## src/hilbertPkg.sv

```systemverilog
package hilbertPkg;

	// filter geometry
	localparam int tapCount = 27;
	// centre tap index, equal to the group delay in samples
	localparam int tapCentre = (tapCount - 1) / 2;
	// register stages after the tap line: products, sum, output
	localparam int firLatency = 3;

	// datapath widths
	localparam int sampleWidth = 16;
	localparam int coeffWidth = 18;
	// coefficients are Q2.16
	localparam int coeffFracBits = 16;
	// two bits above the input cover the worst-case gain of about 2.5
	localparam int outWidth = 18;
	localparam int productWidth = sampleWidth + coeffWidth;
	// full precision sum of all taps
	localparam int accWidth = productWidth + $clog2(tapCount);

	typedef logic signed [sampleWidth-1:0] sampleT;
	typedef logic signed [coeffWidth-1:0] coeffT;
	typedef logic signed [outWidth-1:0] outSampleT;
	typedef logic signed [productWidth-1:0] productT;
	typedef logic signed [accWidth-1:0] accT;
	typedef logic [$clog2(tapCount)-1:0] tapIndexT;

	// ideal response 2/(pi*k) at odd offsets k from the centre, zero at even offsets
	// rounded to 16 fraction bits, negative before the centre
	localparam coeffT hilbertCoeff [0:tapCount-1] = '{
		-18'sd3209, 18'sd0, -18'sd3793, 18'sd0,
		-18'sd4636, 18'sd0, -18'sd5960, 18'sd0,
		-18'sd8344, 18'sd0, -18'sd13907, 18'sd0,
		-18'sd41722,
		// centre tap
		18'sd0,
		18'sd41722,
		18'sd0, 18'sd13907, 18'sd0, 18'sd8344,
		18'sd0, 18'sd5960, 18'sd0, 18'sd4636,
		18'sd0, 18'sd3793, 18'sd0, 18'sd3209
	};

	// run sequencing
	typedef enum logic [2:0] {
		idleState,
		loadCoeffState,
		mainOpState,
		flushState,
		stopState
	} hilbertStateT;

	// one analytic output sample
	typedef struct packed {
		outSampleT re;
		outSampleT im;
		logic valid;
	} analyticT;

endpackage

```

## src/realDelay.sv

```systemverilog
module realDelay (
	input logic clock,
	input logic rstN,
	input logic loadStart,
	input logic sampleTake,
	input logic zeroFeed,
	input hilbertPkg::sampleT dataIn,
	input logic outValid,
	output hilbertPkg::outSampleT reOut
);

	// centre delay, line[tapCentre-1] holds the sample tapCentre takes back
	hilbertPkg::sampleT line [0:hilbertPkg::tapCentre-1];
	// alignPipe[0] matches the filter tap line, the rest match its pipeline
	hilbertPkg::sampleT alignPipe [0:hilbertPkg::firLatency];
	hilbertPkg::sampleT feedSample;

	assign feedSample = zeroFeed ? '0 : dataIn;

	// centre line advances only on taken samples
	always_ff @(posedge clock or negedge rstN) begin
		if (!rstN) begin
			for (int i = 0; i < hilbertPkg::tapCentre; i++) begin
				line[i] <= '0;
			end
		end else if (loadStart) begin
			// zero history for each run, same as the filter
			for (int i = 0; i < hilbertPkg::tapCentre; i++) begin
				line[i] <= '0;
			end
		end else if (sampleTake) begin
			line[0] <= feedSample;
			for (int i = 1; i < hilbertPkg::tapCentre; i++) begin
				line[i] <= line[i-1];
			end
		end
	end

	// free running, sampled before the line shifts so the delay is exactly tapCentre
	always_ff @(posedge clock) begin
		alignPipe[0] <= line[hilbertPkg::tapCentre-1];
		for (int i = 1; i <= hilbertPkg::firLatency; i++) begin
			alignPipe[i] <= alignPipe[i-1];
		end
	end

	// sign extended, zero outside valid output slots
	assign reOut = outValid ? hilbertPkg::outSampleT'(alignPipe[hilbertPkg::firLatency]) : '0;

endmodule

```

## config.mk

```make
export PLATFORM = sky130hd
export DESIGN_NAME = realDelay
export DESIGN_NICKNAME = d
export VERILOG_FILES = /design/src/hilbertPkg.sv /design/src/realDelay.sv
export SDC_FILE = /design/constraint.sdc
export NUM_CORES = 1
export LEC_CHECK = 0
export BUFFER_PORTS_ARGS = -buffer_cell sky130_fd_sc_hd__buf_2
export CORE_ASPECT_RATIO = 0.75
export CORE_MARGIN = 8
export CORE_UTILIZATION = 58
export CTS_CLUSTER_SIZE = 16
export DETAILED_ROUTE_END_ITERATION = 12
export PLACE_DENSITY = 0.76
export SYNTH_ARGS = -nofsm -noshare
export SYNTH_HDL_FRONTEND = slang
export SYNTH_SLANG_ARGS = --single-unit
export TNS_END_PERCENT = 100
```

## constraint.sdc

```tcl
create_clock -name clock -period 1.35 [get_ports clock]
set_input_delay 0 -clock clock [delete_from_list [all_inputs] [get_ports clock]]
set_output_delay 0 -clock clock [all_outputs]
set_load 0.02 [all_outputs]
```

==> impl_metrics.ini <==
[grt]
overflow = 0
grt_first_pass_wirelength_um = 28200
grt_max_degree = 110
grt_pass1_vias = 5607
grt_antenna_before_repair = 1
grt_usage = 0.156

[cts]
cts_made_buffers = 24
cts_tree = built
cts_num_sinks = 272
cts_setup_buffers = 0
clk_path_buf_depth = 3
root_buffer = clkbuf_16
htree_levels = 1
clkTransAtPathRegs_ns = 0.06
clk_latency_ns = 0.51

[timing]
clock.fmax_ghz = 0.866
rsz0062_at_grt = no
finalHoldViolations = 0
min_period_ns = 1.16
setup_viol = 0
slew_headroom = 0.556
fin_crit_sh = 0.856
final_max_slew_viol_count = 0
fin_setup_tns_ns = 0
worstMarginPinSlew_ns = 0.666
skew_ns = 0.00720

[route]
drc = 0
antenna_left = 0
vias_per_cell = 5.26
dr.pass1.iters = 4
wire_per_inst_um = 15.8
wirelength_um = 16500
drtIter0Drc = 328
vias = 5481

[worst_setup_path]
cp.arrival_ns = 1.54
cp_max_fo = 109
reg2reg_to = line[202]$_DFFE_PN0P_
crit_type = in2reg
worstPathRequired_ns = 1.74
cp-end-kind = register
r2r_slack_ns = 0.42
startpoint_type = primary input
reg2reg_from = line[202]$_DFFE_PN0P_
worstRegToRegCells = 2

[die]
start_util = 0.591
core_area_um2 = 16800
die_w_um = 167
num_io_pins = 40
rows = 41
die_area_um2 = 21600
dieHeight_um = 129

[placed_design]
place_area_um2 = 10300
place_congestion = 0.728
dp_hpwl_um = 9820
numPortBuffers = 39

[yosys]
synth-seq-cells = 272
synthDistinctLibCells = 12
yosys-top-cells-area = dfrtp_1, mux2i_1, dfxtp_1
synth.largest_area_cell = dfrtp_1
syn_nets = 779
synth_area_um2 = 9920
synth.yosys.seq_area_share = 0.654
synth_area_per_cell_um2 = 13.1
postSynthCellCount = 757
yosysWarnings = 0
synth_top_area_share = 0.525

[cells_and_area]
final_nets = 829
final_layout_size_suffix_gt1_frac = 0.132
fin_area_um2 = 11200
syn2layout_area_growth_pct = 13.4

[status]
status = completed

[flow_run]
cap_violations = 0

[power]
peakVddDrop_mv = 0.804
powerDensity_nw_per_um2 = 1380
p_leak_uw = 0.00573

[min_path]
hp-class = in2async
==> worst max-delay path: stages <==
cell,delay (ns)
dlygate4sd3_1,0.54
buf_6,0.11
buf_12,0.35
buf_4,0.35
nor2_1,0.09
==> per-layer routing <==
layer,GRT usage,part of all wire,up-vias
met5,0,0,-
met4,0.0470,0.023,0
met3,0.0346,0.040,34
met2,0.249,0.47,79
met1,0.214,0.47,2743
li1,-,-,2625
==> registers in the layout, indices dropped and copies added, names as in the netlist <==
signal,count
line,208
alignPipe,64
==> placed cells by master, fill, tap and decap left out <==
master / n
buf_12: 12
dfxtp_1: 64
nor2_2: 1
a31o_2: 16
nor3b_1: 16
diode_2: 2
clkbuf_8: 6
clkinv_2: 4
dlygate4sd3_1: 19
dfrtp_1: 208
mux2i_1: 192
and2_1: 16
buf_4: 6
clkbuf_16: 25
buf_2: 36
buf_8: 1
nor2_1: 192
bufinv_16: 1
buf_6: 1
clkbuf_1: 9
==> final cells by class <==
class	instances	area, µm²
antenna	2	5.00
clock buffer	39	728
clock inverter	5	50.0
fill	1197	5530
multi-input combinational	433	3010
sequential	272	6490
tap	215	269
timing repair buffer	76	696
==> cell usage after synthesis, drive strengths merged <==
| cell type | count |
|---|---|
| clkbuf | 8 |
| buf | 44 |
| mux2i | 192 |
| nor2 | 193 |
| dfxtp | 64 |
| and2 | 16 |
| nor3b | 16 |
| dfrtp | 208 |
| a31o | 16 |
==> what timing repair did <==
item                                    4_1_cts  5_1_grt
endpoints found under the setup margin        0       16
endpoints found under the hold margin       241        0
gates resized for setup                       0        1
hold buffers                                 19        0
==> per-stage QoR <==
| step | setup WS [ns] | power [µW] | hold WS, ns | util | std cells |
|---|---|---|---|---|---|
| after floorplan | 0.545 | 8790 | -0.296 | - | 757 |
| after global placement | 0.257 | 9000 | -0.0263 | 0.612 | 977 |
| after detailed placement | 0.152 | 9020 | -0.0135 | 0.612 | 977 |
| after CTS | 0.101 | 15700 | 0.00261 | 0.670 | 1040 |
| after global routing | 0.124 | 16200 | 0.00987 | 0.670 | 1041 |
| final | 0.195 | 15600 | 0.00413 | 0.670 | 1042 |
==> worst max-delay path by stage <==
| stage | startpoint | cells past startpoint | end |
|---|---|---|---|
| floorplan | sampleTake | 5 | line[106]$_DFFE_PN0P_ |
| global placement | loadStart | 3 | line[196]$_DFFE_PN0P_ |
| detailed placement | loadStart | 3 | line[203]$_DFFE_PN0P_ |
| CTS | loadStart | 4 | line[201]$_DFFE_PN0P_ |
| global route | loadStart | 5 | line[150]$_DFFE_PN0P_ |
| finish | loadStart | 5 | line[137]$_DFFE_PN0P_ |
==> report_power, final <==
part,internal (µW),switching [µW]
Clock,3870,2780
Combinational,287,437
Sequential,8150,22.3
Total,12300,3240
==> cell families after synthesis <==
| kind of cell | share of synthesized area |
|---|---|
| buf+inv | 0.0426 |
| simple gates | 0.0953 |
| compound gates | 0.0141 |
| mux | 0.194 |
| flops | 0.654 |
(Power assumes the default switching activity.)
