[src/hilbertPkg.sv]
package hilbertPkg;

	// filter geometry
	localparam int tapCount = 27;
	// centre tap index, equal to the group delay in samples
	localparam int tapCentre = (tapCount - 1) / 2;
	// register stages after the tap line: products, sum, output
	localparam int firLatency = 3;

	// datapath widths
	localparam int sampleWidth = 16;
	localparam int coeffWidth = 18;
	// coefficients are Q2.16
	localparam int coeffFracBits = 16;
	// two bits above the input cover the worst-case gain of about 2.5
	localparam int outWidth = 18;
	localparam int productWidth = sampleWidth + coeffWidth;
	// full precision sum of all taps
	localparam int accWidth = productWidth + $clog2(tapCount);

	typedef logic signed [sampleWidth-1:0] sampleT;
	typedef logic signed [coeffWidth-1:0] coeffT;
	typedef logic signed [outWidth-1:0] outSampleT;
	typedef logic signed [productWidth-1:0] productT;
	typedef logic signed [accWidth-1:0] accT;
	typedef logic [$clog2(tapCount)-1:0] tapIndexT;

	// ideal response 2/(pi*k) at odd offsets k from the centre, zero at even offsets
	// rounded to 16 fraction bits, negative before the centre
	localparam coeffT hilbertCoeff [0:tapCount-1] = '{
		-18'sd3209, 18'sd0, -18'sd3793, 18'sd0,
		-18'sd4636, 18'sd0, -18'sd5960, 18'sd0,
		-18'sd8344, 18'sd0, -18'sd13907, 18'sd0,
		-18'sd41722,
		// centre tap
		18'sd0,
		18'sd41722,
		18'sd0, 18'sd13907, 18'sd0, 18'sd8344,
		18'sd0, 18'sd5960, 18'sd0, 18'sd4636,
		18'sd0, 18'sd3793, 18'sd0, 18'sd3209
	};

	// run sequencing
	typedef enum logic [2:0] {
		idleState,
		loadCoeffState,
		mainOpState,
		flushState,
		stopState
	} hilbertStateT;

	// one analytic output sample
	typedef struct packed {
		outSampleT re;
		outSampleT im;
		logic valid;
	} analyticT;

endpackage

[src/coeffSetup.sv]
module coeffSetup (
	input logic clock,
	input logic rstN,
	input logic loadStart,
	output logic coeffShift,
	output hilbertPkg::coeffT coeffWord,
	output logic coeffSetFlag
);

	// index of the word currently on coeffWord
	hilbertPkg::tapIndexT index;
	// high while the table is being streamed
	logic active;
	logic lastWord;

	// last table entry reached
	assign lastWord = (index == hilbertPkg::tapIndexT'(hilbertPkg::tapCount - 1));

	always_ff @(posedge clock or negedge rstN) begin
		if (!rstN) begin
			active <= 1'b0;
			index <= '0;
		end else if (loadStart) begin
			// restart from the first tap
			active <= 1'b1;
			index <= '0;
		end else if (active) begin
			if (lastWord) begin
				active <= 1'b0;
			end else begin
				index <= index + 1'b1;
			end
		end
	end

	// one shift per cycle, tapCount cycles in all
	assign coeffShift = active;

	// table word for the current index
	assign coeffWord = hilbertPkg::hilbertCoeff[index];

	// flag goes out together with the last word
	assign coeffSetFlag = active && lastWord;

endmodule

[config.mk]
export PLATFORM = sky130hd
export DESIGN_NAME = coeffSetup
export DESIGN_NICKNAME = d
export VERILOG_FILES = /design/src/hilbertPkg.sv /design/src/coeffSetup.sv
export SDC_FILE = /design/constraint.sdc
export NUM_CORES = 1
export LEC_CHECK = 0
export ABC_AREA = 1
export BUFFER_PORTS_ARGS = -buffer_cell sky130_fd_sc_hd__buf_2
export CELL_PAD_IN_SITES_DETAIL_PLACEMENT = 0
export CELL_PAD_IN_SITES_GLOBAL_PLACEMENT = 2
export CORE_MARGIN = 4
export CORE_UTILIZATION = 23
export CTS_CLUSTER_SIZE = 30
export DETAILED_ROUTE_END_ITERATION = 12
export GPL_ROUTABILITY_DRIVEN = 1
export PLACE_DENSITY = 0.78
export SYNTH_ARGS = -nofsm -noshare
export SYNTH_HDL_FRONTEND = slang
export SYNTH_SLANG_ARGS = --single-unit
[constraint.sdc]
create_clock -name clock -period 1.36 [get_ports clock]
set_input_delay 0.204 -clock clock [delete_from_list [all_inputs] [get_ports clock]]
set_output_delay 0.204 -clock clock [all_outputs]
set_load 0.02 [all_outputs]
==> results.toml <==
[outcome]
outcome = "finished, violations left"
violations = "negative setup slack"

[critical_path]
path_cells = "buf_12, ha_4, nand2_4, inv_4, nand2_2, nand2_1, nand2_1, nand2_1, buf_6"
crit_arrival_ns = 1.49
r2r-start = "index[1]"
worstSetupStartpointType = "flip-flop"
worstRegToRegCells = 10
path_depth = 9
cpMostUsedCell = "nand2_1"
crit_path_end_kind = "primary output"
critPathTopFamily = "flip-flops"
slowest_delay_ns = 0.45
reg2reg_to = "index[0]"
crit_type = "reg2out"
path_buf_inv = 3
slowest_stage = "dfrtp_2"
crit_required_ns = 1.16
r2r_setup_slack_ns = -0.14
path_max_fanout = 3

[worst_hold_path]
hold_path_depth = 4
hp-class = "in2reg"
min_to = "index[2]"
min_from = "loadStart"

[logic_synthesis]
postSynthCellCount = 133
ys_seq_elements = 6
ys_types = 22
netlist_area_um2 = 795
avgSynthCellArea_um2 = 5.97
synth_area_leaders = "nand2_1, dfrtp_1, ha_1"
yosysTopAreaCell = "nand2_1"
syn_nets = 142
yosys_warnings = 0
synth_top_area_share_pct = 24.1
seq_area_frac_synth_pct = 18.9

[cts]
clockBufferDepth = 2
insertion_delay_ns = 0.25
clk_pin_slew_ns = 0.05
clock-sinks = 6
htree_levels = 1
cts_buffers = 3
cts_root_buffer = "clkbuf_4"
cts_tree = "yes"

[grt]
grt_pass1_vias = 1025
grt_max_degree = 11
antenna_found_initial = 0
grt_pass1_wl_mm = 4.59
overflow = 0
grt_use_total_pct = 13.3

[timing]
period_share_pct = 125
worst_slack_ns = -0.335
slew_viol_final = 0
fin_hold_ws_ns = 0.203
slew_headroom_pct = 77.4
tightest_slew_ns = 0.338
hold_viol = 0
min_period_ns = 1.70
clock_skew_ns = 0.00955
setup_viol = 25
fmax_ghz = 0.590
rsz0062_at_grt = "true"

[power_and_ir_drop]
sequentialPowerShare_pct = 22.0
combPwrFrac_pct = 59.6
power_density_mw_per_mm2 = 541
swShare_pct = 39.1
power.internal_uw = 561
clock_power_share_pct = 18.3
p_leak_nw = 0.873
peakVddDrop_uv = 417
power.switching_uw = 360

[placed_design]
dpl_worst_slack_ns = -0.227
gp_congestion = 0.819
placed_cell_area_mm2 = 0.00118
io_buffers = 22
hpwl_mm = 2.05
place_inst = 218

[die]
start_util_pct = 23.8
rows = 21
core_mm2 = 0.00334
die_area_mm2 = 0.00446
die_x_um = 66.8
die_h_um = 66.8
ioPinCount = 23

[detailed_routing]
routed_wl_mm = 2.86
ant_nets = 0
via_per_inst = 4.53
drtPass1Iterations = 4
via_count = 1052
drc = 0
wl_per_cell_um = 12.3
drt_iter0_drc = 71

[finish]
final_util_pct = 51.0
areaGrowthSynthToFinish_pct = 114
fin_cells = 232
drive_gt1_share_pct = 71.5
antennaDiodeCount = 0
nets = 197
stdcell_area_mm2 = 0.00170

[job]
max_cap_viol_count = 0
[state kept, by name, indices dropped and copies added, names as in the netlist]
signal      flops
index           5
coeffShift      1
[power groups by stage]
stage / logic (mW) / registers [mW] / clock network, mW
6_report: 0.549 / 0.203 / 0.169
3_5_place_dp: 0.362 / 0.204 / 0
3_3_place_gp: 0.362 / 0.204 / 0
5_1_grt: 0.594 / 0.204 / 0.191
4_1_cts: 0.506 / 0.204 / 0.177
2_1_floorplan: 0.237 / 0.203 / 0
[per-layer routing]
metal  GRT usage [%]  routed length (µm)
met5               0                   0
met4            3.81                  14
met3            1.18                  94
met2            24.0                1540
met1            16.6                1210
[cells in the mapped netlist]
cell type  number
nand2_1        51
nand3_1        13
nor2_1          9
inv_1           8
dfrtp_1         6
ha_1            6
o21ai_1         6
buf_4           5
o21ai_0         5
inv_2           4
nand4_1         4
nand2_2         3
a21oi_1         2
a22oi_1         2
buf_2           2
and2_1          1
buf_6           1
mux2_2          1
nor2_4          1
nor3_1          1
o21ai_2         1
xnor2_1         1
[worst max path at each step]
stage                  start       endpoint  slack, ns
floorplan           index[0]  coeffWord[15]      -0.11
global route        index[1]  coeffWord[11]      -0.43
global placement    index[1]   coeffWord[4]      -0.27
finish              index[1]   coeffWord[4]      -0.34
CTS                 index[1]   coeffWord[6]      -0.35
detailed placement  index[1]   coeffWord[4]      -0.23
[cell usage in the layout, fill, tap and decap left out, drive strengths merged]
| cell | instances |
|---|---|
| buf | 57 |
| nand2 | 54 |
| nand3 | 13 |
| o21ai | 12 |
| inv | 11 |
| nor2 | 10 |
| ha | 6 |
| dfrtp | 6 |
| nand4 | 4 |
| clkbuf | 3 |
| a21oi | 2 |
| a22oi | 2 |
| clkinv | 1 |
| nor3 | 1 |
| mux2 | 1 |
| and2 | 1 |
| xnor2 | 1 |
| dlygate4sd3 | 1 |
[cell type report]
| class | instances | area [µm²] |
|---|---|---|
| tap | 46 | 57.6 |
| timing repair buffer | 58 | 548 |
| fill | 334 | 1640 |
| sequential | 6 | 155 |
| inverter | 12 | 57.6 |
| multi-input combinational | 107 | 860 |
| clock buffer | 3 | 22.5 |
[cell families (layout without fill, tap and decap cells)]
kind of cell	after synthesis	in the layout	synth area share [%]
AND/OR/NAND/NOR	83	83	44.9
buffers and inverters	20	73	13.1
AO/OA/AOI/OAI	16	16	11.2
adder cells (fa/ha/maj)	6	6	9.45
flip-flops	6	6	18.9
XOR/XNOR	1	1	1.10
multiplexers	1	1	1.42
[worst min-delay path, cell delays in order]
cell,delay [ns]
buf_2,0.08
nor2_1,0.04
nand2_1,0.04
nand2_1,0.04
[through the flow]
stage	power, mW	setup TNS [ns]
2_1_floorplan	0.440	-0.735
3_3_place_gp	0.566	-2.82
3_5_place_dp	0.565	-2.67
4_1_cts	0.887	-5.83
5_1_grt	0.989	-8.15
6_report	0.921	-6.30
[repair_timing]
action | in CTS | in global routing
cloned | 0 | 0
gates resized for setup | 88 | 35
hold buffers | 1 | 0
pin swaps | 22 | 20
setup buffers | 3 | 7
hold endpoints to repair | 6 | 0
setup endpoints to repair | 21 | 23
Note: power is estimated with default switching activity, not from simulation.
