==> src/hilbertPkg.sv <==
package hilbertPkg;

	// filter geometry
	localparam int tapCount = 27;
	// centre tap index, equal to the group delay in samples
	localparam int tapCentre = (tapCount - 1) / 2;
	// register stages after the tap line: products, sum, output
	localparam int firLatency = 3;

	// datapath widths
	localparam int sampleWidth = 16;
	localparam int coeffWidth = 18;
	// coefficients are Q2.16
	localparam int coeffFracBits = 16;
	// two bits above the input cover the worst-case gain of about 2.5
	localparam int outWidth = 18;
	localparam int productWidth = sampleWidth + coeffWidth;
	// full precision sum of all taps
	localparam int accWidth = productWidth + $clog2(tapCount);

	typedef logic signed [sampleWidth-1:0] sampleT;
	typedef logic signed [coeffWidth-1:0] coeffT;
	typedef logic signed [outWidth-1:0] outSampleT;
	typedef logic signed [productWidth-1:0] productT;
	typedef logic signed [accWidth-1:0] accT;
	typedef logic [$clog2(tapCount)-1:0] tapIndexT;

	// ideal response 2/(pi*k) at odd offsets k from the centre, zero at even offsets
	// rounded to 16 fraction bits, negative before the centre
	localparam coeffT hilbertCoeff [0:tapCount-1] = '{
		-18'sd3209, 18'sd0, -18'sd3793, 18'sd0,
		-18'sd4636, 18'sd0, -18'sd5960, 18'sd0,
		-18'sd8344, 18'sd0, -18'sd13907, 18'sd0,
		-18'sd41722,
		// centre tap
		18'sd0,
		18'sd41722,
		18'sd0, 18'sd13907, 18'sd0, 18'sd8344,
		18'sd0, 18'sd5960, 18'sd0, 18'sd4636,
		18'sd0, 18'sd3793, 18'sd0, 18'sd3209
	};

	// run sequencing
	typedef enum logic [2:0] {
		idleState,
		loadCoeffState,
		mainOpState,
		flushState,
		stopState
	} hilbertStateT;

	// one analytic output sample
	typedef struct packed {
		outSampleT re;
		outSampleT im;
		logic valid;
	} analyticT;

endpackage

==> src/hilbertControl.sv <==
module hilbertControl (
	input logic clock,
	input logic rstN,
	input logic enable,
	input logic stopDataIn,
	input logic coeffSetFlag,
	output logic loadStart,
	output logic sampleTake,
	output logic zeroFeed,
	output logic flushDone
);

	hilbertPkg::hilbertStateT state;
	hilbertPkg::hilbertStateT nextState;
	// zero samples fed so far in flush
	hilbertPkg::tapIndexT flushCount;
	logic flushLast;

	// tail is tapCount-1 samples long
	assign flushLast = (flushCount == hilbertPkg::tapIndexT'(hilbertPkg::tapCount - 2));

	always_comb begin
		nextState = state;
		case (state)
			hilbertPkg::idleState: begin
				// enable only matters here
				if (enable) begin
					nextState = hilbertPkg::loadCoeffState;
				end
			end
			hilbertPkg::loadCoeffState: begin
				// coefficient stream done
				if (coeffSetFlag) begin
					nextState = hilbertPkg::mainOpState;
				end
			end
			hilbertPkg::mainOpState: begin
				if (stopDataIn) begin
					nextState = hilbertPkg::flushState;
				end
			end
			hilbertPkg::flushState: begin
				if (flushLast) begin
					nextState = hilbertPkg::stopState;
				end
			end
			hilbertPkg::stopState: begin
				nextState = hilbertPkg::idleState;
			end
			default: begin
				nextState = hilbertPkg::idleState;
			end
		endcase
	end

	always_ff @(posedge clock or negedge rstN) begin
		if (!rstN) begin
			state <= hilbertPkg::idleState;
			flushCount <= '0;
		end else begin
			state <= nextState;
			// counter runs only while flushing
			if (state == hilbertPkg::flushState) begin
				flushCount <= flushCount + 1'b1;
			end else begin
				flushCount <= '0;
			end
		end
	end

	// start the table stream on the same edge that leaves idle
	assign loadStart = (state == hilbertPkg::idleState) && enable;

	// one sample per clock in main operation and flush
	assign sampleTake = (state == hilbertPkg::mainOpState) || (state == hilbertPkg::flushState);

	// flush pushes zeros through the tap lines
	assign zeroFeed = (state == hilbertPkg::flushState);

	// single cycle in stop
	assign flushDone = (state == hilbertPkg::stopState);

endmodule

==> config.mk <==
export PLATFORM = sky130hd
export DESIGN_NAME = hilbertControl
export DESIGN_NICKNAME = d
export VERILOG_FILES = /design/src/hilbertPkg.sv /design/src/hilbertControl.sv
export SDC_FILE = /design/constraint.sdc
export NUM_CORES = 1
export LEC_CHECK = 0
export ABC_CLOCK_PERIOD_IN_PS = 1400
export BUFFER_PORTS_ARGS = -buffer_cell sky130_fd_sc_hd__buf_2
export CORE_AREA = 3 3 40 42
export CTS_BUF_LIST = sky130_fd_sc_hd__clkbuf_4 sky130_fd_sc_hd__clkbuf_8
export CTS_CLUSTER_DIAMETER = 150
export DETAILED_ROUTE_END_ITERATION = 8
export DIE_AREA = 0 0 43 45
export PLACE_DENSITY_LB_ADDON = 0.08
export SLEW_MARGIN = 0
export SYNTH_ARGS = -nofsm -noshare
export SYNTH_HDL_FRONTEND = slang
export SYNTH_SLANG_ARGS = --single-unit
==> constraint.sdc <==
create_clock -name clock -period 1.4 [get_ports clock]
set_clock_uncertainty 0.15 [all_clocks]
set_input_delay 0.21 -clock clock [delete_from_list [all_inputs] [get_ports clock]]
set_output_delay 0.21 -clock clock [all_outputs]
set_load 0.02 [all_outputs]
==> flow_summary_export.csv <==
group,metric,value,unit
min_path,hold_path_depth,3,
sta,finalMaxSlewViolations,0,
min_path,whs_endpoint,"state[1]$_DFFE_PN0P_",
setup_path,cp_max_fo,5,
die,die_area,0.00194,sq mm
sta,setup_slack,-0.0336,ns
logic_synthesis,synth_cell_type_count,18,
setup_path,critPathRequiredTime,1.04,ns
logic_synthesis,synth_adder_area_share,6.19,%
setup_path,end_kind,"output pin",
setup_path,reg2reg_depth,4,
setup_path,crit_chain,"nor2b_2 > and2_1 > buf_4",
run_status,outcome,"complete, but fails checks",
drt,drt-initial-drc-count,1,
place,dp_worst_setup_slack,0.119,ns
setup_path,regToRegSetupSlack,0.11,ns
clocking,clock_sinks,8,
sta,rsz0062_at_grt,"yes",
setup_path,cpMaxStageDelayCell,"dfrtp_2",
setup_path,path_class,"reg2out",
logic_synthesis,synth_area_leaders,"dfrtp_1 50%, ha_1 6.2%, nor2_1 5.6%",
clocking,htree_levels,1,
sta,worstMarginPinSlew,0.179,ns
die,rows,13,
logic_synthesis,yosys-top-cells-count,"8 x dfrtp_1, 6 x nor2_1, 3 x nand3_1, 3 x nor2b_1, 3 x o21ai_1",
drt,num_vias,328,
cells_and_area,drive_gt1_share,46.4,%
logic_synthesis,synthFlopType,"dfrtp_1",
sta,setup_tns,-0.0522,ns
logic_synthesis,postSynth.asyncResetShare,100,%
power,power_density,1920,mW/mm^2
place,dp_hpwl,575,um
setup_path,start_kind,"register",
drt,drc_errors,0,
logic_synthesis,synth_nets,46,
sta,post-route-min-period,1.43,ns
min_path,hold_path_class,"in2reg",
cells_and_area,fin_cells,71,
logic_synthesis,synth_top_family_by_area,"simple AND/OR/NAND/NOR gates",
global_routing,grt_start_max_net_pins,9,
clocking,cts_root_buffer,"clkbuf_4",
logic_synthesis,yosys-mux-area-fraction,0,%
logic_synthesis,synth.avg_cell_area,10.4,sq um
clocking,clkTransAtPathRegs,0.05,ns
logic_synthesis,synth_area_leader_cell,"dfrtp_1",
die,die_w,43,um
logic_synthesis,ys_seq_elements,8,
die,pin_count,9,
cells_and_area,syn_to_final_growth,40.2,%
drt,routed_wl,811,um
cells_and_area,final.fill_count,130,
sta,fmax,0.698,GHz
die,coreArea,0.00128,sq mm
job,maxCapViolCount,0,
drt,via_per_inst,4.62,
clocking,cts_buffer_depth,2,
global_routing,grt_overflow_total,0,
place,gp_congestion,0.758,
logic_synthesis,synth_top_area_share,49.5,%
global_routing,grt_pass1_wl,1350,um
setup_path,cp_slowest_stage_delay,0.44,ns
clocking,numCtsBuffers,3,
logic_synthesis,syn_area,404,sq um
place,place_inst,62,
power,power.total,1.09,mW
run_status,violations,"setup timing",
logic_synthesis,synth_edf_count,0,
logic_synthesis,yosysWarnings,0,
logic_synthesis,postSynthCellCount,39,
sta,finalHoldViolCount,0,
logic_synthesis,synth_xor_area_share,6.50,%
logic_synthesis,yosysSeqAreaShare,49.5,%
global_routing,grt_pass1_vias,345,
logic_synthesis,synth_most_common_cell,"dfrtp_1",
setup_path,timing.rr.end,"state[0]$_DFFE_PN0P_",
cells_and_area,antennaDiodeCount,0,
drt,first_pass_iters,2,
cells_and_area,final_nets,65,
sta,slew-limit-headroom,88.1,%
die,die_h,45,um
drt,routedWlPerCell,11.4,um
setup_path,arrival,1.07,ns
min_path,holdCritStartpoint,"coeffSetFlag",
sta,setup_viol,2,
global_routing,antenna_found_initial,0,
logic_synthesis,synth_compound_area_share,4.95,%
sta,min_period_over_period,102,%
die,initial_core_util,31.5,%
power,ir_worst_vdd,0.000769,V
logic_synthesis,post_synth_and_or_nand_nor_area_fraction,29.7,%
setup_path,r2r_start,"flushCount[0]$_DFF_PN0_",
drt,antenna_left,0,
place,io_buffer_count,8,
power,cellLeakagePower,0.260,nW
clocking,cts_tree,"yes",
clocking,clkLatencyLatePin,0.25,ns
global_routing,grt_usage,9.76,%
-- layout make-up --
class | count | area (sq um) | area share [%]
repair buffers | 14 | 105 | 18.5
multi-input cells | 28 | 201 | 35.5
well taps | 15 | 18.8 | 3.31
clock buffers | 3 | 22.5 | 3.97
flip-flops and latches | 8 | 203 | 35.8
inverters | 3 | 16.3 | 2.87
-- power by group --
part	switching, mW	internal, mW	total, mW
clock network	0.0763	0.0980	0.174
registers	0.0911	0.315	0.406
logic	0.249	0.260	0.509
total	0.416	0.673	1.09
-- through the flow --
step	util (%)	instance area [sq um]	hold slack, ns
5_1_grt	44.1	567	0.0902
3_5_place_dp	36.0	463	-0.0890
4_1_cts	42.1	541	0.0798
6_report	44.1	567	0.0837
2_1_floorplan	-	404	-0.236
3_3_place_gp	36.0	463	-0.0879
-- layout by cell type (no fill, tap or decap), types with 3 or more instances in the layout --
cell type and count:
o21ai_1 3, buf_4 7, dfrtp_1 6, nor2_1 5, clkbuf_4 3, buf_2 4, nand3_1 3
-- repair_timing --
action,4_1_cts,5_1_grt
buffers inserted,4,1
hold buffers,1,0
pin swaps,1,0
endpoints found under the setup margin,3,4
endpoints found under the hold margin,8,0
resized for setup,6,7
-- logic make-up after synthesis --
logic type	count (synthesis)
buffers and inverters	3
XOR/XNOR	3
AND/OR/NAND/NOR	19
adder cells (fa/ha/maj)	2
flip-flops	8
AO/OA/AOI/OAI	4
-- sequential cells by signal, indices dropped and copies added (netlist names) --
register    count
state           3
flushCount      5
-- worst max-delay path by stage --
stage          slack, ns  cells past startpoint                     from              endpoint
4_1_cts            -0.06                      2     state[1]$_DFFE_PN0P_             flushDone
3_3_place_gp        0.12                      4  flushCount[0]$_DFF_PN0_  state[0]$_DFFE_PN0P_
6_report           -0.03                      3     state[0]$_DFFE_PN0P_             loadStart
5_1_grt            -0.09                      3     state[1]$_DFFE_PN0P_             loadStart
3_5_place_dp        0.12                      4  flushCount[0]$_DFF_PN0_  state[0]$_DFFE_PN0P_
2_1_floorplan       0.07                      1     state[0]$_DFFE_PN0P_             flushDone
-- per-layer routing --
layer,track usage (%),up-vias,share of wire [%]
met2,17.1,6,52
met3,3.59,0,4.4
met1,10.2,161,44
li1,-,161,-
met4,5.42,0,0
met5,0,-,0
-- critical path, delay by kind of cell (launching register included) --
kind | cells | cell delay, ns
simple gates | 2 | 0.25
flops | 1 | 0.44
buf+inv | 1 | 0.13
Power figures use the tool's default switching activity.
